===== src/design/backend_macros.svh =====
`ifndef BACKEND_MACROS_SVH
`define BACKEND_MACROS_SVH

`default_nettype none

// architectural register file
`define BE_NUM_REGS 32
`define BE_REG_ADDR_W 5

// datapath word and pc width
`define BE_DATA_W 32

// retired instruction counter
`define BE_CNT_W 64

`default_nettype wire

`endif


===== src/design/backend_pkg.sv =====
`include "backend_macros.svh"
`default_nettype none

package backend_pkg;

    typedef logic [`BE_REG_ADDR_W-1:0] reg_addr_t;
    typedef logic [`BE_DATA_W-1:0] bus32_t;
    typedef logic [`BE_CNT_W-1:0] bus64_t;

    // debug write enable, one bit per byte
    typedef logic [3:0] wb_strb_t;

    typedef enum logic [3:0] {
        ALU_ADD,
        ALU_SUB,
        ALU_AND,
        ALU_OR,
        ALU_XOR,
        ALU_NOR,
        ALU_SLL,
        ALU_SRL,
        ALU_SRA,
        ALU_SLT,
        ALU_SLTU,
        ALU_LU12I
    } alu_op_t;

endpackage

`default_nettype wire


===== src/design/regfile.sv =====
`timescale 1ns/1ps
`include "backend_macros.svh"
`default_nettype none

module regfile (
    input  logic                  clk,
    input  logic                  rst_i,
    input  logic                  we0_i,
    input  logic                  we1_i,
    input  backend_pkg::reg_addr_t waddr0_i,
    input  backend_pkg::reg_addr_t waddr1_i,
    input  backend_pkg::bus32_t    wdata0_i,
    input  backend_pkg::bus32_t    wdata1_i,
    input  backend_pkg::reg_addr_t raddr0_i,
    input  backend_pkg::reg_addr_t raddr1_i,
    input  backend_pkg::reg_addr_t raddr2_i,
    input  backend_pkg::reg_addr_t raddr3_i,
    output backend_pkg::bus32_t    rdata0_o,
    output backend_pkg::bus32_t    rdata1_o,
    output backend_pkg::bus32_t    rdata2_o,
    output backend_pkg::bus32_t    rdata3_o
);
    import backend_pkg::*;

    bus32_t regs [`BE_NUM_REGS];

    // r0 always reads as zero
    function automatic bus32_t rd_port(input reg_addr_t addr);
        return (addr == '0) ? '0 : regs[addr];
    endfunction

    // write addresses never collide, commit unit resolves that
    always_ff @(posedge clk) begin
        if (rst_i) begin
            for (int i = 0; i < `BE_NUM_REGS; i++) begin
                regs[i] <= '0;
            end
        end else begin
            if (we0_i) begin
                regs[waddr0_i] <= wdata0_i;
            end
            if (we1_i) begin
                regs[waddr1_i] <= wdata1_i;
            end
        end
    end

    always_comb begin
        rdata0_o = rd_port(raddr0_i);
        rdata1_o = rd_port(raddr1_i);
        rdata2_o = rd_port(raddr2_i);
        rdata3_o = rd_port(raddr3_i);
    end

endmodule

`default_nettype wire


===== config.mk =====
export PLATFORM = sky130hd
export DESIGN_NAME = regfile
export DESIGN_NICKNAME = d
export VERILOG_FILES = /design/src/design/backend_pkg.sv /design/src/design/regfile.sv
export VERILOG_INCLUDE_DIRS = /design/src /design/src/design
export SDC_FILE = /design/constraint.sdc
export NUM_CORES = 2
export LEC_CHECK = 0
export BUFFER_PORTS_ARGS = -buffer_cell sky130_fd_sc_hd__buf_2
export CORE_UTILIZATION = 50
export DETAILED_ROUTE_END_ITERATION = 8
export PLACE_DENSITY = 0.69
export SKIP_LAST_GASP = 1
export SYNTH_ARGS = -nofsm -noshare
export SYNTH_HDL_FRONTEND = slang
export SYNTH_SLANG_ARGS = --single-unit
export TNS_END_PERCENT = 50

===== constraint.sdc =====
create_clock -name clk -period 2.2 [get_ports clk]
set_input_delay 0.22 -clock clk [delete_from_list [all_inputs] [get_ports clk]]
set_output_delay 0.22 -clock clk [all_outputs]
set_load 0.01 [all_outputs]

# [After elaboration in Yosys (flattened, before gate mapping)]
# Memories as Yosys holds them, arrays and structs flattened.
# Index checks and enable logic that the tools add are counted.
[word_totals] latch_bits=0 in_bits=98 elab_cells=25 ff_bits=0 out_inout_bits=128 memories=1 romBits=0 ram_bits=1024
[op_classes] eq_ne=0 div=0 order_cmp=0 n_mul=0 shift=0 muxes=18 bitwise=0 add_sub_neg=0 reduce_logical=6
[mem_list] memory="regs" depth=32 word_bits=32 rd=4 rd_ports_with_merged_regs=0 wr=32 line_no="regfile.sv:25" rtl="bus32_t regs [`BE_NUM_REGS];"
[ops] op="$mux 32" count=6
[ops] op="$reduce_or 32->1" count=2
[ops] op="$logic_not 5->1" count=4
[ops] op="$mux 1" count=10
[ops] op="$mux 5" count=2

# [Logic depth before layout (Yosys ltp)]
[logic_depth] depth_word=5 ltp_mapped=7 ltp_nobuf=4

# [Worst setup path before layout]
# No wires, ideal clock.
[synth_timing] path_kind="input to register" from="input waddr1_i[0]" to="memory regs[16][0] (netlist bit) (enable)" path_slack_ns=-0.203 n_path_buf=1 arrival_ns=2.007 setup_time_ns=0.396 cell_stages=4 required_time_ns=1.804 path_cell_list="or4b_4 buf_8 nor2_8 a311o_1"
[synth_rtl] item="start: declaration" line_no="regfile.sv:11" rtl="input backend_pkg::reg_addr_t waddr1_i,"
[synth_rtl] item="end: declaration" line_no="regfile.sv:25"

# [Worst setup path in the final report]
[layout_timing] from="input raddr0_i[0]" to="output rdata0_o[13]"
[layout_between] elab_chain_cells=2 elab_cells_between_ends=3 cone_classes="mux: 1; reduce/logical: 1; memory: 1"
[layout_rtl] item="start: declaration" line_no="regfile.sv:14" rtl="input backend_pkg::reg_addr_t raddr0_i,"
[layout_rtl] item="$mem_v2 32x32 / $logic_not 5->1 (equally long branches)"
[layout_rtl] item="$mux 32 (*)" line_no="regfile.sv:29" rtl="return (addr == '0) ? '0 : regs[addr];"
[layout_rtl] item="end: declaration" line_no="regfile.sv:18" rtl="output backend_pkg::bus32_t rdata0_o,"
# Mark *: on every way between the ends. The rest lies on a longest branch, timed or not.

==> results.txt <==
Critical Path RT: 1.98 ns
Clock Path Buffers: 3
pin count of the biggest net entering global routing: 34
arrival time of the worst setup path: 2.84 ns
HPWL reported at the end of detailed placement: 281000 µm
cell area after synthesis: 76100 µm²
crit path capture type: output pin
Residual DRC: 0
initial core utilization: 0.506
Final Hold Vio Count: 0
Clk pwr share: 0.364
Crit Path Max Fanout: 27
Pint: 42.8 mW
core box area: 150000 µm²
switch share: 0.308
Slew Limit Headroom: 0.0630
post-route cell area: 94800 µm²
P_leak: 33.3 nW
count of cell types in the netlist: 51
Peak Freq: 327 MHz
vias per cell: 8.72
failing checks: negative setup slack
RSZ-0062 raised after global routing: yes
commonest non-fill, non-tap cells in the layout: 1024 x a22o_1, 1024 x edfxtp_1, 896 x mux4_2
worst vdd ir: 0.000731 V
Tcrit/Tclk final: 1.39
Die Area: 154000 µm²
layout cells sized above 1: 0.497
Fillers: 11100
overall power: 61.8 mW
PD cells: 652 nW/µm²
crit start category: input pin
sequential cell area fraction in the yosys report: 0.404
initial antenna violation count: 62
register clock-pin slew on the reported worst setup and hold paths: 0.06 ns
Die X-Extent: 392 µm
Inserted Clock Buffers: 120
max FFs per register: 1024
CTS tree: built
hold_buf cts: 0
First-pass DRT Iterations: 9
PnR worst setup slack: -0.860 ns
status: finished, violations left
gr usage total: 0.542
setup violators final: 128
Most used DFF post-synth: edfxtp_1
Flop pwr share: 0.387
fin nets: 5925
Largest Register: regs
WL final: 419000 µm
H-tree depth reported by CTS: 3
Crit Path Category: in -> out
largest registers: regs: 1024 flops
cell count after synthesis: 5258
# rows: 142
HP Class: in -> reg
Die H: 392 µm
max-slew violations: 0
ys async rst share: 0
Placement Setup Slack: -1.08 ns
I/O pin cnt: 226
max_cap viols: 0
placed cell area: 87700 µm²
WL per Instance: 52.5 µm
#FFs+latches synth: 1024
vias in the first global route: 65700
Avg Inst Size Synth: 14.5 µm²
DR vias: 69700
Psw: 19.1 mW
Logic pwr share: 0.249
GRT overflow: 0
final worst path period need: 3.06 ns
gpl congestion: 1.08
Synth Net Count: 5356
PortBufs: 225
Post-synth EDFFs: 1024
Worst-Margin Slew: 1.40 ns
DRT antenna net count: 0
first-pass GRT wire length: 558000 µm
Synth Warn #: 0
DRT iter0 DRCs: 14600
Root Driver: clkbuf_16
Syn-to-layout area delta: 24.7%
clock sinks: 1024
==> cells by family (layout without fill, tap and decap cells) <==
logic type             Yosys count  count (layout)  synth area share
other                            0              46                 0
AND/OR/NAND/NOR                363             363            0.0332
AO/OA/AOI/OAI                 1774            1774             0.189
buffers and inverters          817            1490            0.0556
multiplexers                  1280            1280             0.318
flip-flops                    1024            1024             0.404
==> cells in the mapped netlist, types with 4 or more instances <==
master | number | share of area
mux4_2 | 896 | 0.27
mux2_2 | 128 | 0.019
inv_2 | 4 | 0.00020
clkbuf_1 | 369 | 0.018
nand2_1 | 70 | 0.0035
or4_1 | 4 | 0.00039
nor2b_1 | 137 | 0.011
nor3_4 | 19 | 0.0041
clkbuf_4 | 5 | 0.00049
buf_4 | 115 | 0.011
nor2_4 | 13 | 0.0019
a211o_1 | 12 | 0.0014
nor3_2 | 13 | 0.0017
o21ai_0 | 5 | 0.00033
o21ai_1 | 218 | 0.014
buf_2 | 274 | 0.018
a221oi_1 | 95 | 0.011
a22o_1 | 1024 | 0.12
nor2_8 | 8 | 0.0021
or3_1 | 18 | 0.0015
nor2_1 | 32 | 0.0016
mux2i_1 | 256 | 0.034
o2111ai_1 | 33 | 0.0038
a311oi_1 | 128 | 0.015
nor2_2 | 10 | 0.00082
a22oi_1 | 128 | 0.013
nand2b_1 | 5 | 0.00041
and2_1 | 6 | 0.00049
a211oi_1 | 128 | 0.013
edfxtp_1 | 1024 | 0.40
buf_6 | 48 | 0.0071
==> critical path, stage by stage <==
cell      delay (ns)
buf_8           0.37
buf_4           0.24
and2_2          0.18
buf_4           0.43
a22oi_1         0.24
a311oi_4        0.79
buf_2           0.27
==> power groups by stage <==
| stage | combinational [mW] | clock, mW | sequential, mW |
|---|---|---|---|
| global placement | 13.4 | 0 | 24.1 |
| floorplan | 7.16 | 0 | 23.7 |
| global route | 15.3 | 23.0 | 24.0 |
| detailed placement | 13.5 | 0 | 24.2 |
| finish | 15.4 | 22.5 | 23.9 |
| CTS | 14.0 | 22.3 | 23.8 |
==> what timing repair did <==
item,4_1_cts,5_1_grt
endpoints found under the setup margin,128,128
resized for setup,271,262
pin swaps,79,66
setup buffers,25,6
==> final cells by class <==
cell class	instances	area (µm²)	share of cell area
well taps	2016	2520	0.0266
multi-input cells	3417	43800	0.462
inverters	4	25.0	0.000264
clock inverters	91	1230	0.0130
diodes	46	115	0.00121
clock buffers	135	3080	0.0325
flip-flops and latches	1024	30700	0.324
repair buffers	1260	13300	0.140
==> layer usage <==
layer  vias up  global-route usage  wire (µm)
met2      8759               0.700     163000
met3      2232               0.317      83300
met5         -              0.0329        631
li1      24200                   -          -
met4        38               0.442      42700
met1     34500               0.641     129000
==> worst paths after layout <==
| kind | start | to | slack (ns) | depth (start not counted) |
|---|---|---|---|---|
| setup / recovery | raddr0_i[0] | rdata0_o[13] | -0.86 | 7 |
| hold / removal | wdata0_i[15] | regs[15][15] | 0.17 | 2 |
==> metrics by stage <==
step	utilization	TNS (ns)	hold WS, ns	std cells
2_1_floorplan	-	-5.86	0.422	5258
4_1_cts	0.621	-77.27	0.125	7949
3_3_place_gp	0.583	-58.42	0.931	7719
6_report	0.630	-82.45	0.166	7993
3_5_place_dp	0.583	-59.12	0.944	7719
5_1_grt	0.630	-80.50	0.170	7967
(Power assumes the default switching activity.)
