### config.mk
export PLATFORM = sky130hd
export DESIGN_NAME = commit_unit
export DESIGN_NICKNAME = d
export VERILOG_FILES = /design/src/design/backend_pkg.sv /design/src/design/commit_unit.sv
export VERILOG_INCLUDE_DIRS = /design/src /design/src/design
export SDC_FILE = /design/constraint.sdc
export NUM_CORES = 1
export LEC_CHECK = 0
export BUFFER_PORTS_ARGS = -buffer_cell sky130_fd_sc_hd__buf_2
export CELL_PAD_IN_SITES_DETAIL_PLACEMENT = 1
export CELL_PAD_IN_SITES_GLOBAL_PLACEMENT = 1
export CORE_AREA = 2 2 166 168
export CTS_CLUSTER_DIAMETER = 50
export DETAILED_ROUTE_END_ITERATION = 6
export DIE_AREA = 0 0 168 170
export PLACE_DENSITY_LB_ADDON = 0.2
export SLEW_MARGIN = 25
export SYNTH_ARGS = -nofsm -noshare
export SYNTH_HDL_FRONTEND = slang
export SYNTH_SLANG_ARGS = --single-unit
### constraint.sdc
create_clock -name clk -period 2.1 [get_ports clk]
set_input_delay 0.315 -clock clk [delete_from_list [all_inputs] [get_ports clk]]
set_output_delay 0.315 -clock clk [all_outputs]
set_load 0.005 [all_outputs]
### src/design/backend_macros.svh
`ifndef BACKEND_MACROS_SVH
`define BACKEND_MACROS_SVH

`default_nettype none

// architectural register file
`define BE_NUM_REGS 32
`define BE_REG_ADDR_W 5

// datapath word and pc width
`define BE_DATA_W 32

// retired instruction counter
`define BE_CNT_W 64

`default_nettype wire

`endif

### src/design/backend_pkg.sv
`include "backend_macros.svh"
`default_nettype none

package backend_pkg;

    typedef logic [`BE_REG_ADDR_W-1:0] reg_addr_t;
    typedef logic [`BE_DATA_W-1:0] bus32_t;
    typedef logic [`BE_CNT_W-1:0] bus64_t;

    // debug write enable, one bit per byte
    typedef logic [3:0] wb_strb_t;

    typedef enum logic [3:0] {
        ALU_ADD,
        ALU_SUB,
        ALU_AND,
        ALU_OR,
        ALU_XOR,
        ALU_NOR,
        ALU_SLL,
        ALU_SRL,
        ALU_SRA,
        ALU_SLT,
        ALU_SLTU,
        ALU_LU12I
    } alu_op_t;

endpackage

`default_nettype wire

### src/design/commit_unit.sv
`timescale 1ns/1ps
`include "backend_macros.svh"
`default_nettype none

module commit_unit (
    input  logic                   clk,
    input  logic                   rst_i,

    // lane stages
    input  logic                   s0_valid_i,
    input  backend_pkg::reg_addr_t s0_rd_i,
    input  backend_pkg::bus32_t    s0_data_i,
    input  backend_pkg::bus32_t    s0_pc_i,
    input  logic                   s1_valid_i,
    input  backend_pkg::reg_addr_t s1_rd_i,
    input  backend_pkg::bus32_t    s1_data_i,
    input  backend_pkg::bus32_t    s1_pc_i,

    // register file writes, also the forwarding source
    output logic                   reg_we0_o,
    output logic                   reg_we1_o,
    output backend_pkg::reg_addr_t reg_waddr0_o,
    output backend_pkg::reg_addr_t reg_waddr1_o,
    output backend_pkg::bus32_t    reg_wdata0_o,
    output backend_pkg::bus32_t    reg_wdata1_o,

    // debug writeback
    output backend_pkg::bus32_t    debug_wb_pc0_o,
    output backend_pkg::bus32_t    debug_wb_pc1_o,
    output backend_pkg::wb_strb_t  debug_wb_rf_wen0_o,
    output backend_pkg::wb_strb_t  debug_wb_rf_wen1_o,
    output backend_pkg::reg_addr_t debug_wb_rf_wnum0_o,
    output backend_pkg::reg_addr_t debug_wb_rf_wnum1_o,
    output backend_pkg::bus32_t    debug_wb_rf_wdata0_o,
    output backend_pkg::bus32_t    debug_wb_rf_wdata1_o,
    output logic                   inst_valid0_o,
    output logic                   inst_valid1_o,
    output backend_pkg::bus64_t    retire_cnt_o
);
    import backend_pkg::*;

    // lane 1 is younger, it wins a shared destination
    assign reg_we1_o = s1_valid_i && (s1_rd_i != '0);
    assign reg_we0_o = s0_valid_i && (s0_rd_i != '0) &&
                       !(reg_we1_o && (s1_rd_i == s0_rd_i));

    assign reg_waddr0_o = s0_rd_i;
    assign reg_waddr1_o = s1_rd_i;
    assign reg_wdata0_o = s0_data_i;
    assign reg_wdata1_o = s1_data_i;

    always_ff @(posedge clk) begin
        if (rst_i) begin
            debug_wb_rf_wen0_o <= '0;
            debug_wb_rf_wen1_o <= '0;
            inst_valid0_o      <= 1'b0;
            inst_valid1_o      <= 1'b0;
            retire_cnt_o       <= '0;
        end else begin
            debug_wb_rf_wen0_o <= {$bits(wb_strb_t){reg_we0_o}};
            debug_wb_rf_wen1_o <= {$bits(wb_strb_t){reg_we1_o}};
            inst_valid0_o      <= s0_valid_i;
            inst_valid1_o      <= s1_valid_i;
            retire_cnt_o       <= retire_cnt_o
                                  + {{(`BE_CNT_W-1){1'b0}}, s0_valid_i}
                                  + {{(`BE_CNT_W-1){1'b0}}, s1_valid_i};
        end
    end

    always_ff @(posedge clk) begin
        debug_wb_rf_wnum0_o  <= reg_waddr0_o;
        debug_wb_rf_wnum1_o  <= reg_waddr1_o;
        debug_wb_rf_wdata0_o <= reg_wdata0_o;
        debug_wb_rf_wdata1_o <= reg_wdata1_o;
        // pc holds the last valid op
        if (s0_valid_i) begin
            debug_wb_pc0_o <= s0_pc_i;
        end
        if (s1_valid_i) begin
            debug_wb_pc1_o <= s1_pc_i;
        end
    end

endmodule

`default_nettype wire

# Yosys cells after proc, flatten, opt, wreduce, memory -nomap -nowiden
# Index checks and enable logic that the tools add are counted.
# Widths: inputs -> output; s select.
totals:
  regBits: 206
  inputBits: 142
  wordCells: 21
op_classes:
  add_sub_neg: 2
  eq_ne: 1
  n_reduce_logical: 7
op_table:
  columns: ["op", "n"]
  rows:
  - ["$add 64x1->64", 2]
  - ["$reduce_bool 5->1", 2]
  - ["$eq 5x5->1", 1]
  - ["$logic_and 1x1->1", 4]
  - ["$logic_not 1->1", 1]

# Depth between registers and ports, before layout
# Gate-level depths: netlist of run 1.
depth:
  depth_word: 5
  depth_mapped: 10

# Least setup slack after synthesis of run 1
# No wires, ideal clock.
synth_path:
  path_type: "input to register"
  from: "input port s0_valid_i"
  to: "register retire_cnt_o[63]"
  arrival_ns: 2.211
  required_time_ns: 2.030
  path_slack_ns: -0.182
  stages: 7
  path_buffers: 0
  cell_sequence: "inv_1 fa_1 nand3b_1 nor4_4 nand3_2 or4_1 a21oi_1"
synth_via:
  elab_chain_len: 2
synth_rtl:
  columns: ["element", "line", "rtl"]
  rows:
  - ["start: declaration", "commit_unit.sv:10", "input logic s0_valid_i,"]
  - ["$add 64x1->64 (2 in series)", "commit_unit.sv:64", "retire_cnt_o <= retire_cnt_o"]
  - ["end signal: assignment", "commit_unit.sv:64", null]
  - ["end: declaration", "commit_unit.sv:38", "output backend_pkg::bus64_t retire_cnt_o"]
# Every way passes these cells.
# A chain may end at the register's enable or synchronous reset.

# Worst setup path in the final report of run 1
layout_path:
  from: "register retire_cnt_o[0]"
  to: "register retire_cnt_o[52]"
layout_via:
  elab_chain_len: 2
layout_rtl:
  columns: ["element", "line"]
  rows:
  - ["$add 64x1->64 (2 in series)", "commit_unit.sv:64"]
# Every way passes these cells.

==> flow_summary.toml, run 1 <==
[outcome]
status = "finished with violations"
violations = "negative setup slack"

[sta]
slew_headroom_pct = 69.0
tns_ns = -1.28
hold_ws_ns = 0.0255
fin_ws_ns = -0.140
finalCritPeriodShare_pct = 107
tightestPinTransition_ns = 0.460
hold_violations = 0
rsz0062_at_grt = "yes"
period_needed_ns = 2.24
final_max_slew_viol_count = 0
fmax_ghz = 0.446
finalClockSkew_ns = 0.00955
setup_viol = 25

[power]
power_mw = 11.0
p_leak_nw = 5.63
pwr_density_cell_mw_per_mm2 = 885
p_int_mw = 8.56
power_frac_comb_pct = 7.5
p_sw_mw = 2.44
clock_power_share_pct = 52.8
swShare_pct = 22.2
irDropWorstVdd_mv = 0.603
pwr-share-seq_pct = 39.7

[synthesis]
yosys.area_share.simple_pct = 14.5
synthCells = 603
synth-seq-cells = 206
netlist_area_mm2 = 0.00720
synth-async-reset-ratio_pct = 0
synth-edff-count = 64
synthMuxAreaShare_pct = 0
ys_types = 36
synth_area_per_cell_um2 = 11.9
synth_top_family_by_area = "simple AND/OR/NAND/NOR gates"
yosys_warnings = 0
yosys.area_share.adder_pct = 0.452
syn_nets = 747
synth-compound-area-share_pct = 4.80
synth_xor_area_share_pct = 4.38
yosysSeqAreaShare_pct = 66.2
synth_ff_type = "dfxtp_1"

[cts]
cts_tree = "built"
clock_path_buffers = 3
cts-buffers-inserted = 34
cts_sinks = 206
root_buffer = "clkbuf_16"
clkSlewWorstSetupHoldPaths_ns = 0.07
worstSkewPairLatency_ns = 0.49
htreeDepth = 2

[drt]
vias = 6792
first_iter_violations = 205
wl_per_cell_um = 17.4
routed_wl_mm = 27.0
antenna_left = 0
dr.pass1.iters = 4
routed_via_density = 4.37
drc = 0

[global_routing]
gr-max-usage-layer = "met2"
use_met2_pct = 34.3
grt_pass1_vias = 7132
grt_util_met1_pct = 18.2
grt_pass1_wl_mm = 39.8
globalRoute.totalOverflow = 0
grtUsageTotal_pct = 18.1
grtUsageMet3_pct = 5.67
antenna_found_initial = 3
grt_start_max_net_pins = 69

[worst_setup_path]
r2r_start = "retire_cnt_o[0]$_SDFF_PP0_"
critPathMaxStageDelay_ns = 0.51
cp-end-kind = "register"
reg2reg_to = "retire_cnt_o[52]$_SDFF_PP0_"
reg2reg_slack_ns = -0.14
arrival_ns = 2.65
reg2reg_depth = 10
worstPathRequired_ns = 2.51
crit_end = "retire_cnt_o[52]$_SDFF_PP0_"
crit_slowest_cell = "or4_4"
critPathTopFamily = "simple AND/OR/NAND/NOR gates"
crit_buf_inv = 3
cp.depth = 10
crit_path_frequent_cell = "inv_2"
critPathMaxFanout = 7
path_cells = "inv_2 -> fa_2 -> inv_2 -> ha_4 -> nand2_4 -> nor3_4 -> nand4_1 -> buf_6 -> or4_4 -> a21oi_1"
worstSetupStartpoint = "retire_cnt_o[0]$_SDFF_PP0_"
critical_path_class = "register to register"
start_kind = "register"

[floorplanning]
dieWidth_um = 168
start_util_pct = 27.0
io_pins = 430
coreArea_mm2 = 0.0267
rows = 60
fp.dieH_um = 170
design.die.area_mm2 = 0.0286

[place]
gp_congestion = 0.793
dp_slack_ns = -0.407
port_buffers = 429
dp_hpwl_mm = 18.9

[min_path]
hold_path_class = "primary input to register"

[layout]
final_cell_mix = "buf_2 (428), dfxtp_1 (141), dlygate4sd3_1 (132)"
nets = 1327
drive_gt1_share_pct = 49.3
syn_to_final_growth_pct = 72.5
layout_commonest_cell = "buf_2"

[job]
maxCapViolations = 0
[power groups by stage]
stage | registers (mW) | clock network (mW) | logic, mW
after floorplan | 4.47 | 0 | 0.177
after global placement | 4.43 | 0 | 0.593
after CTS | 4.36 | 5.95 | 0.816
after detailed placement | 4.44 | 0 | 0.601
final | 4.36 | 5.81 | 0.828
after global routing | 4.38 | 6.14 | 0.898
[how the worst min path moves through the flow]
stage | endpoint | depth (start not counted) | from | slack (ns)
finish | debug_wb_rf_wnum0_o[2]$_DFF_P_ | 1 | s0_rd_i[2] | 0.03
global route | debug_wb_pc1_o[24]$_DFFE_PP_ | 1 | s1_pc_i[24] | 0.01
CTS | debug_wb_pc1_o[24]$_DFFE_PP_ | 1 | s1_pc_i[24] | 0.0002
detailed placement | debug_wb_rf_wdata1_o[17]$_DFF_P_ | 1 | s1_data_i[17] | 0.43
global placement | debug_wb_rf_wdata1_o[9]$_DFF_P_ | 1 | s1_data_i[9] | 0.43
floorplan | debug_wb_rf_wdata0_o[0]$_DFF_P_ | 0 | s0_data_i[0] | 0.34
[registers in the layout (all words and copies together), names as in the netlist, 5 cells and up]
register / count
debug_wb_rf_wdata0_o: 32
debug_wb_rf_wnum1_o: 5
debug_wb_pc0_o: 32
debug_wb_pc1_o: 32
debug_wb_rf_wnum0_o: 5
debug_wb_rf_wdata1_o: 32
retire_cnt_o: 64
[layout make-up]
type	instances	area, um^2
clock buffers	41	918
well taps	341	427
flip-flops and latches	206	4770
clock inverters	20	274
inverters	11	41.3
fillers	2977	14200
diodes	4	10.0
multi-input cells	293	1880
repair buffers	637	4100
[synth_stat cells (5+ instances only)]
cell	number	area (um^2)
o31ai_1	6	45.0
buf_4	80	601
or3_1	24	150
inv_1	11	41.3
xor2_1	30	263
nand2_1	21	78.8
edfxtp_1	64	1920
or4_1	7	52.6
a21oi_1	32	160
and3_1	5	31.3
nor3_1	6	30.0
o21ai_0	25	125
nand3_1	33	165
dfxtp_1	142	2840
nand4_1	23	144
xnor2_1	6	52.6
clkbuf_1	8	30.0
nor2_1	51	191
[layer usage]
metal,share of wire (%),up-vias
li1,-,3216
met2,53,293
met5,0,-
met4,3.5,0
met1,35,3223
met3,8.0,60
[timing repair]
action / CTS / global route
hold endpoints to repair: 131 / 1
resized for setup: 14 / 31
pin swaps: 18 / 18
hold buffers: 131 / 1
endpoints found under the setup margin: 32 / 38
setup buffers: 8 / 7
[stage by stage]
stage,cells,utilization [%],instance area [um^2]
after global routing,1552,46.6,12400
final,1553,46.6,12400
after detailed placement,1342,36.0,9600
after CTS,1542,45.9,12200
after global placement,1342,36.0,9600
after floorplan,603,-,7210
[kinds of logic (layout without fill, tap and decap cells)]
logic type,after synthesis,count (layout)
flops,206,206
simple gates,190,190
buf+inv,104,709
compound gates,65,65
xor+xnor,36,36
fa+ha+maj,2,2
other cells,0,4
Power figures use the tool's default switching activity.
==> inputs of run 2 (changes only) <==
--- a/constraint.sdc
+++ b/constraint.sdc
@@ -3,2 +3,2 @@
 set_output_delay 0.315 -clock clk [all_outputs]
-set_load 0.005 [all_outputs]
+set_load 0.01 [all_outputs]
==> run 2 against run 1 <==
Net effect:
- the flow still finishes with violations (negative setup slack)
- power shrank 1.2%
- wire length fell by 0.97%
- hold slack improved by 0.020 ns
- design area fell by 0.60%
- critical endpoint is now retire_cnt_o[37]$_SDFF_PP0_
- largest cell class unchanged
==> flow_summary.toml, run 2 (synthesis gave the netlist of run 1 again) <==
[layout]
layout_commonest_cell = "buf_2"
syn_to_final_growth_pct = 71.5
fin_cells = 1555
nets = 1329
drive_gt1_share_pct = 48.7
final_cell_mix = "buf_2 (429), dfxtp_1 (141), dlygate4sd3_1 (137)"
largest_register_ffs = 64
largest-register = "retire_cnt_o"

[place]
dp.cells = 1345
port_buffers = 429
dp_hpwl_mm = 18.6
gp_congestion = 0.762

[drt]
routed_wl_mm = 26.7
first_iter_violations = 277
vias = 6728
drc = 0
wl_per_cell_um = 17.2
routed_via_density = 4.33
antenna_left = 0
dr.pass1.iters = 4

[worst_setup_path]
crit_slowest_cell = "fa_2"
arrival_ns = 2.69
critPathMaxFanout = 8
start_kind = "register"
critPathMaxStageDelay_ns = 0.43
worstPathRequired_ns = 2.52
critical_path_class = "register to register"
cp-end-kind = "register"
path_cells = "inv_2 -> fa_2 -> nand3b_1 -> nor4_4 -> nand4_1 -> buf_6 -> or3_1 -> a21oi_1"

[power]
pwr-share-seq_pct = 40.2
power_frac_comb_pct = 8.6
irDropWorstVdd_mv = 0.624
p_sw_mw = 2.53
p_int_mw = 8.34
swShare_pct = 23.2
p_leak_nw = 5.60
pwr_density_cell_mw_per_mm2 = 880
clock_power_share_pct = 51.3

[sta]
slew_headroom_pct = 71.7
tns_ns = -1.90
final_max_slew_viol_count = 0
fin_ws_ns = -0.177
finalCritPeriodShare_pct = 108
rsz0062_at_grt = "yes"
tightestPinTransition_ns = 0.424
fmax_ghz = 0.439
period_needed_ns = 2.28
hold_violations = 0
setup_viol = 28
finalClockSkew_ns = 0.0205

[floorplanning]
start_util_pct = 27.0
coreArea_mm2 = 0.0267
rows = 60
dieWidth_um = 168
design.die.area_mm2 = 0.0286
fp.dieH_um = 170
io_pins = 430

[min_path]
hold_path_class = "primary input to register"

[cts]
cts_sinks = 206
clock_path_buffers = 3
root_buffer = "clkbuf_16"
cts_tree = "built"
htreeDepth = 2
cts-buffers-inserted = 34
clkSlewWorstSetupHoldPaths_ns = 0.06
worstSkewPairLatency_ns = 0.50

[global_routing]
grtUsageTotal_pct = 18.0
grt_pass1_vias = 7055
grt_pass1_wl_mm = 40.1
grt_start_max_net_pins = 69
antenna_found_initial = 4
globalRoute.totalOverflow = 0

[outcome]
status = "finished with violations"
violations = "negative setup slack"

[job]
maxCapViolations = 0
-- run 2: changes by cell type in the layout (fill, tap and decap cells not counted), sizes merged --
cell         delta
dlygate4sd3     +5
buf             -3
bufinv          -2
clkbuf          -2
clkinvlp        +2
clkinv          +1
inv             +1
-- run 2: area by class of cell --
type	count	area [um^2]
Inverter	11	46.3
Fill cell	2993	14300
Sequential cell	206	4770
Multi-Input combinational cell	293	1850
Clock buffer	39	921
Tap cell	341	427
Clock inverter	22	225
Antenna cell	4	10.0
Timing Repair Buffer	639	4110
-- run 2: final timing paths --
path / startpoint / endpoint / slack, ns / depth (start not counted)
max: retire_cnt_o[0]$_SDFF_PP0_ / retire_cnt_o[37]$_SDFF_PP0_ / -0.18 / 8
min: s0_pc_i[22] / debug_wb_pc0_o[22]$_DFFE_PP_ / 0.05 / 1
max reg2reg: retire_cnt_o[0]$_SDFF_PP0_ / retire_cnt_o[37]$_SDFF_PP0_ / -0.18 / 8
min reg2reg: retire_cnt_o[63]$_SDFF_PP0_ / retire_cnt_o[63]$_SDFF_PP0_ / 0.48 / 2
-- run 2: critical path: cells and delay by family, from the launching register on --
kind	cells	cell delay, ns
AOI/OAI and AO/OA	1	0.16
buffers and inverters	2	0.21
adders and majority gates	1	0.43
DFF	1	0.33
and+or+nand+nor	4	1.07
-- run 2: timing repair --
action | 4_1_cts | 5_1_grt
pin swaps | 7 | 26
endpoints found under the setup margin | 25 | 45
hold buffers | 137 | 0
setup buffers | 6 | 4
hold endpoints to repair | 137 | 0
gates resized for setup | 7 | 23
-- run 2: layer usage --
layer  track usage (%)  routed length (um)
met1              19.7                9920
met4              6.47                 646
met3              4.84                2010
met2              33.6               14200
met5                 0                   0
-- run 2: power groups by stage --
| stage | Sequential (mW) | Clock (mW) | Combinational, mW |
|---|---|---|---|
| detailed placement | 4.44 | 0 | 0.706 |
| global route | 4.38 | 5.92 | 1.00 |
| floorplan | 4.55 | 0 | 0.212 |
| global placement | 4.43 | 0 | 0.698 |
| finish | 4.37 | 5.57 | 0.930 |
| CTS | 4.36 | 5.70 | 0.922 |
-- run 2: per-stage QoR --
stage | setup slack (ns) | instance area [um^2] | total power, mW | util (%) | hold slack [ns]
3_5_place_dp | -0.344 | 9630 | 5.15 | 36.1 | 0.430
3_3_place_gp | -0.285 | 9630 | 5.13 | 36.1 | 0.427
6_report | -0.177 | 12300 | 10.9 | 46.3 | 0.0460
5_1_grt | -0.276 | 12300 | 11.3 | 46.3 | 0.0191
4_1_cts | -0.144 | 12200 | 11.0 | 45.9 | 0.0152
2_1_floorplan | -0.133 | 7220 | 4.76 | - | 0.343
